===== config.mk =====
export PLATFORM = sky130hd
export DESIGN_NAME = sdio_cmd_top
export DESIGN_NICKNAME = d
export VERILOG_FILES = /design/src/rtl/sdio_pkg.sv /design/src/rtl/sdio_crc7.sv /design/src/rtl/sdio_cmd_rx.sv /design/src/rtl/sdio_cmd_resp.sv /design/src/rtl/sdio_cmd_tx.sv /design/src/rtl/sdio_cmd_top.sv
export SDC_FILE = /design/constraint.sdc
export NUM_CORES = 1
export LEC_CHECK = 0
export ABC_CLOCK_PERIOD_IN_PS = 2950
export BUFFER_PORTS_ARGS = -buffer_cell sky130_fd_sc_hd__buf_2
export CAP_MARGIN = 20
export CORE_ASPECT_RATIO = 0.9
export CORE_MARGIN = 2
export CORE_UTILIZATION = 50
export CTS_CLUSTER_SIZE = 28
export DETAILED_ROUTE_END_ITERATION = 16
export HOLD_SLACK_MARGIN = 0.02
export PLACE_DENSITY = 0.65
export SYNTH_ARGS = -nofsm -noshare
export SYNTH_HDL_FRONTEND = slang
export SYNTH_HIERARCHICAL = 1
export SYNTH_SLANG_ARGS = --single-unit

===== constraint.sdc =====
create_clock -name clk_sdio -period 2.95 [get_ports clk_sdio]
set_clock_uncertainty 0.2 [all_clocks]
set_input_delay 0.295 -clock clk_sdio [delete_from_list [all_inputs] [get_ports clk_sdio]]
set_output_delay 0.295 -clock clk_sdio [all_outputs]
set_load 0.03 [all_outputs]

===== src/rtl/sdio_pkg.sv =====
package sdio_pkg;

    localparam int CMD_LEN   = 6;
    localparam int ARG_LEN   = 32;
    localparam int CRC_LEN   = 7;
    localparam int FRAME_LEN = 48;

    // Start, transmission, index and argument are covered by the CRC
    localparam int BODY_LEN = 2 + CMD_LEN + ARG_LEN;
    localparam int CNT_W    = $clog2(FRAME_LEN);

    localparam logic [CMD_LEN-1:0] CMD_GO_IDLE      = 6'd0;
    localparam logic [CMD_LEN-1:0] CMD_IO_RW_DIRECT = 6'd52;

    // CMD52 argument layout
    localparam int RW_FLAG_BIT = 31;
    localparam int REG_ADDR_HI = 25;
    localparam int REG_ADDR_LO = 9;
    localparam int WR_DATA_HI  = 7;
    localparam int WR_DATA_LO  = 0;

    typedef struct packed {
        logic [CMD_LEN-1:0] index;
        logic [ARG_LEN-1:0] arg;
    } cmd_frame_t;

    typedef struct packed {
        logic [CMD_LEN-1:0] index;
        logic [ARG_LEN-1:0] arg;  // Data byte in the low bits
    } resp_frame_t;

endpackage


===== src/rtl/sdio_crc7.sv =====
`timescale 1ns/10ps

module sdio_crc7 import sdio_pkg::*; (
    input  logic               clk_sdio,
    input  logic               arst_n,
    input  logic               clear,
    input  logic               enable,
    input  logic               data_bit,
    output logic [CRC_LEN-1:0] crc
);

    logic fb;

    assign fb = data_bit ^ crc[CRC_LEN-1];

    // x^7 + x^3 + 1
    always_ff @(posedge clk_sdio or negedge arst_n) begin
        if (!arst_n) begin
            crc <= '0;
        end else if (clear) begin
            crc <= '0;
        end else if (enable) begin
            crc <= {crc[5:3], crc[2] ^ fb, crc[1:0], fb};
        end
    end

endmodule


===== src/rtl/sdio_cmd_rx.sv =====
`timescale 1ns/10ps

module sdio_cmd_rx import sdio_pkg::*; (
    input  logic       clk_sdio,
    input  logic       arst_n,
    input  logic       cmd_in,
    output logic       cmd_valid,
    output cmd_frame_t cmd,
    output logic       crc_error
);

    localparam int CMD_W = $bits(cmd_frame_t);

    localparam logic [CNT_W-1:0] TX_BIT   = CNT_W'(1);
    localparam logic [CNT_W-1:0] BODY_END = CNT_W'(BODY_LEN - 1);
    localparam logic [CNT_W-1:0] CRC_END  = CNT_W'(FRAME_LEN - 2);
    localparam logic [CNT_W-1:0] END_BIT  = CNT_W'(FRAME_LEN - 1);

    logic               cmd_prev;
    logic               busy;
    logic [CNT_W-1:0]   bit_cnt;  // Position of the bit sampled this edge
    cmd_frame_t         cmd_sr;
    logic [CRC_LEN-1:0] crc_rx;
    logic [CRC_LEN-1:0] crc_calc;
    logic               crc_en;

    // Start bit needs no feed, a zero into a cleared CRC leaves it zero
    assign crc_en = busy && (bit_cnt <= BODY_END);

    sdio_crc7 u_crc (
        .clk_sdio (clk_sdio),
        .arst_n   (arst_n),
        .clear    (!busy),
        .enable   (crc_en),
        .data_bit (cmd_in),
        .crc      (crc_calc)
    );

    always_ff @(posedge clk_sdio or negedge arst_n) begin
        if (!arst_n) begin
            cmd_prev  <= 1'b0;
            busy      <= 1'b0;
            bit_cnt   <= '0;
            cmd_valid <= 1'b0;
            crc_error <= 1'b0;
        end else begin
            cmd_prev  <= cmd_in;
            cmd_valid <= 1'b0;
            crc_error <= 1'b0;
            if (!busy) begin
                if (cmd_prev && !cmd_in) begin  // Start bit
                    busy    <= 1'b1;
                    bit_cnt <= TX_BIT;
                end
            end else begin
                bit_cnt <= bit_cnt + 1'b1;
                if (bit_cnt == TX_BIT && !cmd_in) begin
                    busy <= 1'b0;  // Card-to-host frame, not ours
                end else if (bit_cnt == END_BIT) begin
                    busy <= 1'b0;
                    if (cmd_in && crc_rx == crc_calc) begin
                        cmd_valid <= 1'b1;
                    end else begin
                        crc_error <= 1'b1;
                    end
                end
            end
        end
    end

    always_ff @(posedge clk_sdio) begin
        if (busy && bit_cnt > TX_BIT && bit_cnt <= BODY_END) begin
            cmd_sr <= {cmd_sr[CMD_W-2:0], cmd_in};  // Index then argument, MSB first
        end
        if (busy && bit_cnt > BODY_END && bit_cnt <= CRC_END) begin
            crc_rx <= {crc_rx[CRC_LEN-2:0], cmd_in};
        end
    end

    assign cmd = cmd_sr;

endmodule


===== src/rtl/sdio_cmd_resp.sv =====
`timescale 1ns/10ps

module sdio_cmd_resp import sdio_pkg::*; #(
    parameter int reg_addr_w = 4
) (
    input  logic        clk_sdio,
    input  logic        arst_n,
    input  logic        cmd_valid,
    input  cmd_frame_t  cmd,
    output logic        resp_valid,
    output resp_frame_t resp
);

    localparam int DEPTH  = 1 << reg_addr_w;
    localparam int DATA_W = WR_DATA_HI - WR_DATA_LO + 1;

    logic [DATA_W-1:0]                regs [DEPTH];
    logic [REG_ADDR_HI-REG_ADDR_LO:0] reg_addr;
    logic [reg_addr_w-1:0]            addr;
    logic [DATA_W-1:0]                wr_data;
    logic                             wr;
    logic                             is_rw_direct;
    logic                             is_go_idle;

    assign reg_addr     = cmd.arg[REG_ADDR_HI:REG_ADDR_LO];
    assign addr         = reg_addr[reg_addr_w-1:0];  // Upper address bits alias
    assign wr_data      = cmd.arg[WR_DATA_HI:WR_DATA_LO];
    assign wr           = cmd.arg[RW_FLAG_BIT];
    assign is_rw_direct = cmd_valid && (cmd.index == CMD_IO_RW_DIRECT);
    assign is_go_idle   = cmd_valid && (cmd.index == CMD_GO_IDLE);

    always_ff @(posedge clk_sdio or negedge arst_n) begin
        if (!arst_n) begin
            regs <= '{default: '0};
        end else if (is_go_idle) begin
            regs <= '{default: '0};
        end else if (is_rw_direct && wr) begin
            regs[addr] <= wr_data;
        end
    end

    always_ff @(posedge clk_sdio or negedge arst_n) begin
        if (!arst_n) begin
            resp_valid <= 1'b0;
        end else begin
            resp_valid <= is_rw_direct;  // CMD0 and unknown indices stay silent
        end
    end

    // Write echoes the new byte, read returns the stored one
    always_ff @(posedge clk_sdio) begin
        if (is_rw_direct) begin
            resp.index <= cmd.index;
            resp.arg   <= {{(ARG_LEN-DATA_W){1'b0}}, wr ? wr_data : regs[addr]};
        end
    end

endmodule


===== src/rtl/sdio_cmd_tx.sv =====
`timescale 1ns/10ps

module sdio_cmd_tx import sdio_pkg::*; (
    input  logic        clk_sdio,
    input  logic        arst_n,
    input  logic        resp_valid,
    input  resp_frame_t resp,
    output logic        cmd_out,
    output logic        cmd_oe
);

    localparam int SR_W = 1 + $bits(resp_frame_t);  // Transmission bit plus payload

    localparam logic [CNT_W-1:0] CRC_START = CNT_W'(BODY_LEN - 1);
    localparam logic [CNT_W-1:0] END_BIT   = CNT_W'(FRAME_LEN - 1);

    logic               active;
    logic [CNT_W-1:0]   bit_cnt;  // Position currently on the line
    logic [SR_W-1:0]    tx_sr;
    logic [CRC_LEN-1:0] crc;
    logic               crc_en;

    // Each body bit enters the CRC on the edge that drives it
    assign crc_en = active && (bit_cnt < CRC_START);

    sdio_crc7 u_crc (
        .clk_sdio (clk_sdio),
        .arst_n   (arst_n),
        .clear    (!active),
        .enable   (crc_en),
        .data_bit (tx_sr[SR_W-1]),
        .crc      (crc)
    );

    always_ff @(posedge clk_sdio or negedge arst_n) begin
        if (!arst_n) begin
            active  <= 1'b0;
            bit_cnt <= '0;
            cmd_oe  <= 1'b0;
            cmd_out <= 1'b1;
        end else if (!active) begin
            if (resp_valid) begin
                active  <= 1'b1;
                bit_cnt <= '0;
                cmd_oe  <= 1'b1;
                cmd_out <= 1'b0;  // Start bit
            end
        end else begin
            bit_cnt <= bit_cnt + 1'b1;
            if (bit_cnt == END_BIT) begin
                active  <= 1'b0;
                cmd_oe  <= 1'b0;
                cmd_out <= 1'b1;
            end else if (bit_cnt == CRC_START) begin
                cmd_out <= crc[CRC_LEN-1];
            end else begin
                cmd_out <= tx_sr[SR_W-1];
            end
        end
    end

    always_ff @(posedge clk_sdio) begin
        if (!active) begin
            if (resp_valid) begin
                tx_sr <= {1'b0, resp};
            end
        end else if (bit_cnt == CRC_START) begin
            // Rest of the CRC followed by the end bit
            tx_sr <= {crc[CRC_LEN-2:0], 1'b1, {(SR_W-CRC_LEN){1'b0}}};
        end else begin
            tx_sr <= {tx_sr[SR_W-2:0], 1'b0};
        end
    end

endmodule


===== src/rtl/sdio_cmd_top.sv =====
`timescale 1ns/10ps

module sdio_cmd_top import sdio_pkg::*; #(
    parameter int reg_addr_w = 4
) (
    input  logic clk_sdio,
    input  logic arst_n,
    input  logic cmd_in,
    output logic cmd_out,
    output logic cmd_oe,
    output logic crc_error
);

    logic        cmd_valid;
    cmd_frame_t  cmd;
    logic        resp_valid;
    resp_frame_t resp;

    sdio_cmd_rx u_rx (
        .clk_sdio  (clk_sdio),
        .arst_n    (arst_n),
        .cmd_in    (cmd_in),
        .cmd_valid (cmd_valid),
        .cmd       (cmd),
        .crc_error (crc_error)
    );

    sdio_cmd_resp #(
        .reg_addr_w (reg_addr_w)
    ) u_resp (
        .clk_sdio   (clk_sdio),
        .arst_n     (arst_n),
        .cmd_valid  (cmd_valid),
        .cmd        (cmd),
        .resp_valid (resp_valid),
        .resp       (resp)
    );

    sdio_cmd_tx u_tx (
        .clk_sdio   (clk_sdio),
        .arst_n     (arst_n),
        .resp_valid (resp_valid),
        .resp       (resp),
        .cmd_out    (cmd_out),
        .cmd_oe     (cmd_oe)
    );

endmodule


# Word-level counts from Yosys, hierarchy flattened
# Index checks and enable logic that the tools add are counted.
[op_classes]
n_bitwise = 5
eq_ne = 9
reduce_logical = 19
magnitude_cmp = 7
n_addsub = 2
n_mux = 42
[op_table]
columns = ["operator", "count"]
rows = [
  ["128-bit 2-to-1 mux", 2],
  ["128-bit bitwise mux", 1],
  ["39-bit 2-to-1 mux", 3],
  ["8-bit binary-select mux with 4-bit select", 1],
  ["8-bit demux with 4-bit select", 1],
  ["8-bit 2-to-1 mux", 4],
  ["7-bit 2-to-1 mux", 4],
  ["6-bit equality test (second input constant)", 4],
  ["6-bit 2-to-1 mux", 4],
  ["1-bit 2-to-1 mux", 22],
  ["1-bit logical AND", 13],
  ["6-bit by 1-bit adder with 6-bit output (second input constant)", 2],
  ["6-bit <= comparator (second input constant)", 2],
  ["7-bit equality test", 1],
  ["6-bit by 1-bit equality test with 1-bit output (second input constant)", 1],
  ["6-bit by 1-bit > comparator with 1-bit output (second input constant)", 1],
  ["6-bit > comparator (second input constant)", 1],
  ["6-bit zero test", 1],
  ["6-bit < comparator (second input constant)", 1],
  ["2-bit inequality test (second input constant)", 3],
  ["2-bit nonzero test", 3],
  ["5-bit >= comparator (second input constant)", 1],
  ["5-bit by 1-bit < comparator with 1-bit output (second input constant)", 1],
  ["4-bit inverter with 5-bit output", 1],
  ["3 further kinds", 6],
]
[totals]
elab_cells = 118
inputBits = 3
output_inout_bits = 3
register_bits = 260

# Depth between registers and ports, before layout
[depth]
word_depth = 8
depth_mapped = 8
depth_no_buf = 7

# Modules after synthesis
# The synthesis kept the hierarchy.
[by_module_without_submodules]
columns = ["module", "area_per_inst_um2", "cells_each", "instances", "seq_area_each_um2"]
rows = [
  ["sdio_cmd_resp", 7268.2, 631, 1, 3648.5],
  ["sdio_cmd_tx", 2294.7, 194, 1, 1397.6],
  ["sdio_cmd_rx", 1943.1, 104, 1, 1601.5],
  ["sdio_crc7", 307.8, 28, 2, 175.2],
]

# Least setup slack after synthesis
# Ideal clock, no wire load.
[synth_path]
path_type = "reg2reg"
from = "register u_rx.cmd_sr, in the netlist u_rx/cmd[10]"
to = "register u_resp/resp[6] (netlist name)"
setup_slack_ns = 0.547
required_ns = 2.486
arrival_time_ns = 1.939
period_less_slack_ns = 2.403
path_stages_with_launch = 7
path_cell_list = "edfxtp_1 buf_4 buf_2 buf_1 mux2i_1 o22ai_1 o41a_1"
[synth_between]
elab_chain_cells = 5
[synth_lines]
columns = ["item", "line_no", "source"]
rows = [
  ["from (decl)", "sdio_cmd_rx.sv:22", "cmd_frame_t cmd_sr;"],
  ["from (signal assigned)", "sdio_cmd_rx.sv:73", "cmd_sr <= {cmd_sr[CMD_W-2:0], cmd_in};"],
  ["4-bit inverter with 5-bit output (not written as such)", "sdio_cmd_resp.sv:54", "resp.arg <= {{(ARG_LEN-DATA_W){1'b0}}, wr ? wr_data : regs[addr]};"],
  ["8-bit binary-select mux with 4-bit select", "sdio_cmd_resp.sv:54", ""],
  ["8-bit 2-to-1 mux (not written as such) (2 in a row)", "sdio_cmd_resp.sv:54", ""],
  ["8-bit 2-to-1 mux", "sdio_cmd_resp.sv:54", ""],
]
# No other way between the ends. The select of a mux whose other input is x is not followed.
# A chain may end at the register's enable or synchronous reset.

# Worst setup path after layout
[layout_path]
from = "register u_rx.cmd_sr, in the netlist u_rx/cmd[35]"
to = "register u_resp/regs[119] (netlist bit)"
[layout_between]
elab_chain_cells = 4
elab_cells_between_ends = 7
classes_between = "eq/ne (1); mux (1); reduce/logical (5)"
[layout_lines]
columns = ["item", "line_no", "source"]
rows = [
  ["6-bit equality test", "sdio_cmd_resp.sv:29", "assign is_rw_direct = cmd_valid && (cmd.index == CMD_IO_RW_DIRECT);"],
  ["1-bit logical AND", "sdio_cmd_resp.sv:29", ""],
  ["1-bit logical AND", "sdio_cmd_resp.sv:37", "end else if (is_rw_direct && wr) begin"],
  ["2-bit nonzero test (no source line)", "-", ""],
  ["to (signal, indexed assignment)", "sdio_cmd_resp.sv:38", "regs[addr] <= wr_data;"],
  ["to (decl)", "sdio_cmd_resp.sv:17", "logic [DATA_W-1:0] regs [DEPTH];"],
]
# Several ways; a longest one is shown, not always the timed one.

==> results.yml <==
setup_path:
  worst_ep_required_time_ns: 3.15
  path_cells: "or4_1 -> or4_1 -> mux2i_1 -> nor2_1"
  startpoint_type: "flop"
  crit_fanout: 8
  path_class: "reg -> reg"
  cp_slowest_cell: "or4_1"
  cp.buffers_inverters: 0
  slowest_delay_ns: 0.85
  cp_top_family: "simple AND/OR/NAND/NOR gates"
  end_kind: "flop"
  crit_path_frequent_cell: "or4_1"
  worstPathArrival_ns: 2.90
clock_network:
  postCtsResizedCells: 0
  postCtsSetupRepairBufs: 0
  insertion_delay_ns: 0.54
  path_clk_slew_ns: 0.06
  cts_buffer_depth: 3
  cts_tree: "built"
  numCtsBuffers: 27
  clock_sinks: 260
  cts_root_buffer: "clkbuf_16"
  htreeDepth: 1
drt:
  antenna_left: 0
  via_count: 7415
  first_iter_violations: 527
  dr.pass1.iters: 5
  drc: 0
  wirelength_mm: 25.75
  route.detailed.wl_per_inst_microns: 19.59
  via_per_inst: 5.643
cells_and_area:
  layout.cells.non_filler: 1314
  antenna_cells: 0
  finalNetCount: 993
  layout-drive-gt1-share: 0.1312
  syn_to_final_growth_pct: 10.11
  n_fill_cell: 2034
die:
  core_sq_um: 24050
  rows: 54
  die_h_microns: 151.7
  die_x_microns: 168.1
  initial_core_util: 0.5040
  io_pins: 6
  die_area_sq_um: 25510
sta:
  relSlewSlack: 0.4415
  period_share: 0.9162
  hold_viol: 0
  min_period_ns: 2.703
  slew_viol_final: 0
  whs_ns: 0.1239
  fmax_ghz: 0.3700
  setup_tns_ns: 0
  layout_setup_ws_ns: 0.2471
  grt_setup_unrepaired: "false"
  tightest_slew_ns: 0.8339
  report.final.setup_viol: 0
global_route:
  first_global_vias: 7301
  antenna_found_initial: 0
  grt_first_pass_wirelength_mm: 41.44
  grt.overflow.total: 0
  grt_usage: 0.2063
  grt_max_degree: 129
synthesis:
  yosys_register_bits: 260
  synth_top_area_cell: "dfrtp_1"
  syn-instance-count: 985
  synth_area_per_cell_sq_um: 12.31
  synth_top_area_frac: 0.3324
  synth_seq_area_share: 0.5773
  synth-edff-count: 98
  ys_top_cells_by_area: "dfrtp_1 33%, edfxtp_1 24%, mux2i_1 14%"
  synth_flop_cell: "dfrtp_1"
  synth_cell_types: 59
  ys_async_sr_fraction: 0.6231
  synth_warnings: 6
  syn_area_sq_um: 12120
placement:
  place_congestion: 0.7816
  hpwl_mm: 15.54
  port_buffers: 5
  dp_cells: 1262
  dp_slack_ns: 0.2792
power_and_ir_drop:
  switchingPower_w: 0.003233
  pwr-share-comb: 0.192
  vdd.ir_drop.worst_uv: 447.0
  sw_frac_of_total: 0.3147
  p_per_area_nw_per_um2: 769.6
  pwr-share-seq: 0.483
  pwr-share-clk: 0.325
  intPower_w: 0.007039
  leakagePower_nw: 5.911
flow_run:
  cap_violations: 0
status:
  status: "completed"
min_path:
  hp-class: "in -> async"
-- power groups by stage --
stage	registers [W]	clock network (W)	logic (W)
6_report	0.00496	0.00334	0.00197
3_3_place_gp	0.00502	0	0.00195
4_1_cts	0.00496	0.00343	0.00197
5_1_grt	0.00503	0.00355	0.00212
3_5_place_dp	0.00501	0	0.00195
2_1_floorplan	0.00459	0	0.00160
-- cells in the mapped netlist (2+ instances only) --
cell,instances
mux4_2,8
o32ai_1,4
buf_1,16
inv_1,8
nor4_4,10
mux2_2,12
dfrtp_1,161
o211ai_1,9
or3b_2,2
o21ai_0,12
o2bb2ai_2,2
nor3_1,5
o41a_1,8
o22ai_1,21
nor2_1,156
nand2b_1,12
nand4_1,10
buf_2,17
nor2b_1,7
xor2_1,8
nand3_1,9
o2bb2ai_1,30
buf_6,4
a31o_2,2
xnor2_1,3
a21oi_1,8
o31ai_1,3
nor4_1,4
edfxtp_1,98
mux2i_1,170
a211oi_1,7
nand2_1,60
buf_4,30
clkbuf_1,32
nand4b_1,3
or4_1,5
nand3b_1,3
ha_1,5
-- registers in the layout, summed over array words and instances (netlist names) --
| signal | flops |
|---|---|
| u_resp/regs | 128 |
| u_tx/tx_sr | 39 |
| u_rx/cmd | 38 |
| u_resp/resp | 14 |
| u_rx/crc_rx | 7 |
| u_rx/u_crc/crc | 7 |
| u_tx/u_crc/crc | 7 |
| u_rx/bit_cnt | 6 |
| u_tx/bit_cnt | 6 |
| u_resp/resp_valid | 1 |
| u_rx/busy | 1 |
| u_rx/cmd_prev | 1 |
| u_rx/cmd_valid | 1 |
| u_rx/crc_error | 1 |
| u_tx/active | 1 |
| u_tx/cmd_oe | 1 |
| u_tx/cmd_out | 1 |
-- placed cells by master, fill, tap and decap left out, types with 9 or more instances in the layout --
cell       count
mux2i_1      170
dfrtp_1      161
nor2_1       156
edfxtp_1      98
nand2_1       60
buf_4         35
o2bb2ai_1     30
clkbuf_16     27
conb_1        24
o22ai_1       21
mux2_2        12
nand2b_1      12
o21ai_0       12
nand4_1       10
nor4_4        10
nand3_1        9
o211ai_1       9
-- routing by layer --
metal  part of all wire  global-route usage  vias up  wire, microns
met3              0.039             0.02805       41            995
met1               0.49              0.3113     3749          12660
li1                   -                   -     3487              -
met4              0.022             0.04871        0            559
met2               0.45              0.3200      138          11530
met5                  0                   0        -              0
-- final cells by class --
type,instances,area [sq um],share of cell area
sequential,260,6998,0.5243
timing repair buffer,47,414.1,0.03103
clock inverter,12,120.1,0.009000
clock buffer,38,747.0,0.05597
multi-input combinational,640,4648,0.3483
inverter,9,33.78,0.002531
tap,308,385.4,0.02887
-- worst paths after layout --
kind | startpoint | endpoint | slack (ns) | cells after the start
setup / recovery | u_rx/cmd[35] | u_resp/regs[119] | 0.25 | 4
hold / removal | arst_n | u_resp/regs[75] | 0.12 | 2
setup reg to reg | u_rx/cmd[35] | u_resp/regs[119] | 0.25 | 4
hold reg to reg | u_rx/cmd[14] | u_rx/cmd[15] | 0.22 | 0
max in group asynchronous | arst_n | u_resp/regs[115] | 1.63 | 3
min in group clk_sdio | u_rx/cmd[14] | u_rx/cmd[15] | 0.22 | 0
-- kinds of logic (layout without fill, tap and decap cells) --
group | count (synthesis) | in the layout | synth area share
AND/OR/NAND/NOR | 299 | 299 | 0.1259
flip-flops | 260 | 260 | 0.5773
multiplexers | 190 | 190 | 0.1664
AO/OA/AOI/OAI | 111 | 111 | 0.06998
buffers and inverters | 108 | 106 | 0.04697
XOR/XNOR | 11 | 11 | 0.007949
adder cells (fa/ha/maj) | 5 | 5 | 0.005161
other | 1 | 24 | 0.0003094
-- timing repair --
item	CTS	global route
endpoints found under the hold margin	65	0
hold buffers	2	0
endpoints found under the setup margin	0	0
-- stage by stage --
stage	total power, W	utilization	cell area (sq um)
2_1_floorplan	0.006194	-	12210
3_3_place_gp	0.006971	0.5180	12460
3_5_place_dp	0.006965	0.5180	12460
4_1_cts	0.01036	0.5549	13350
5_1_grt	0.01070	0.5549	13350
6_report	0.01027	0.5549	13350
No activity file was read; power rests on OpenSTA's default activity.
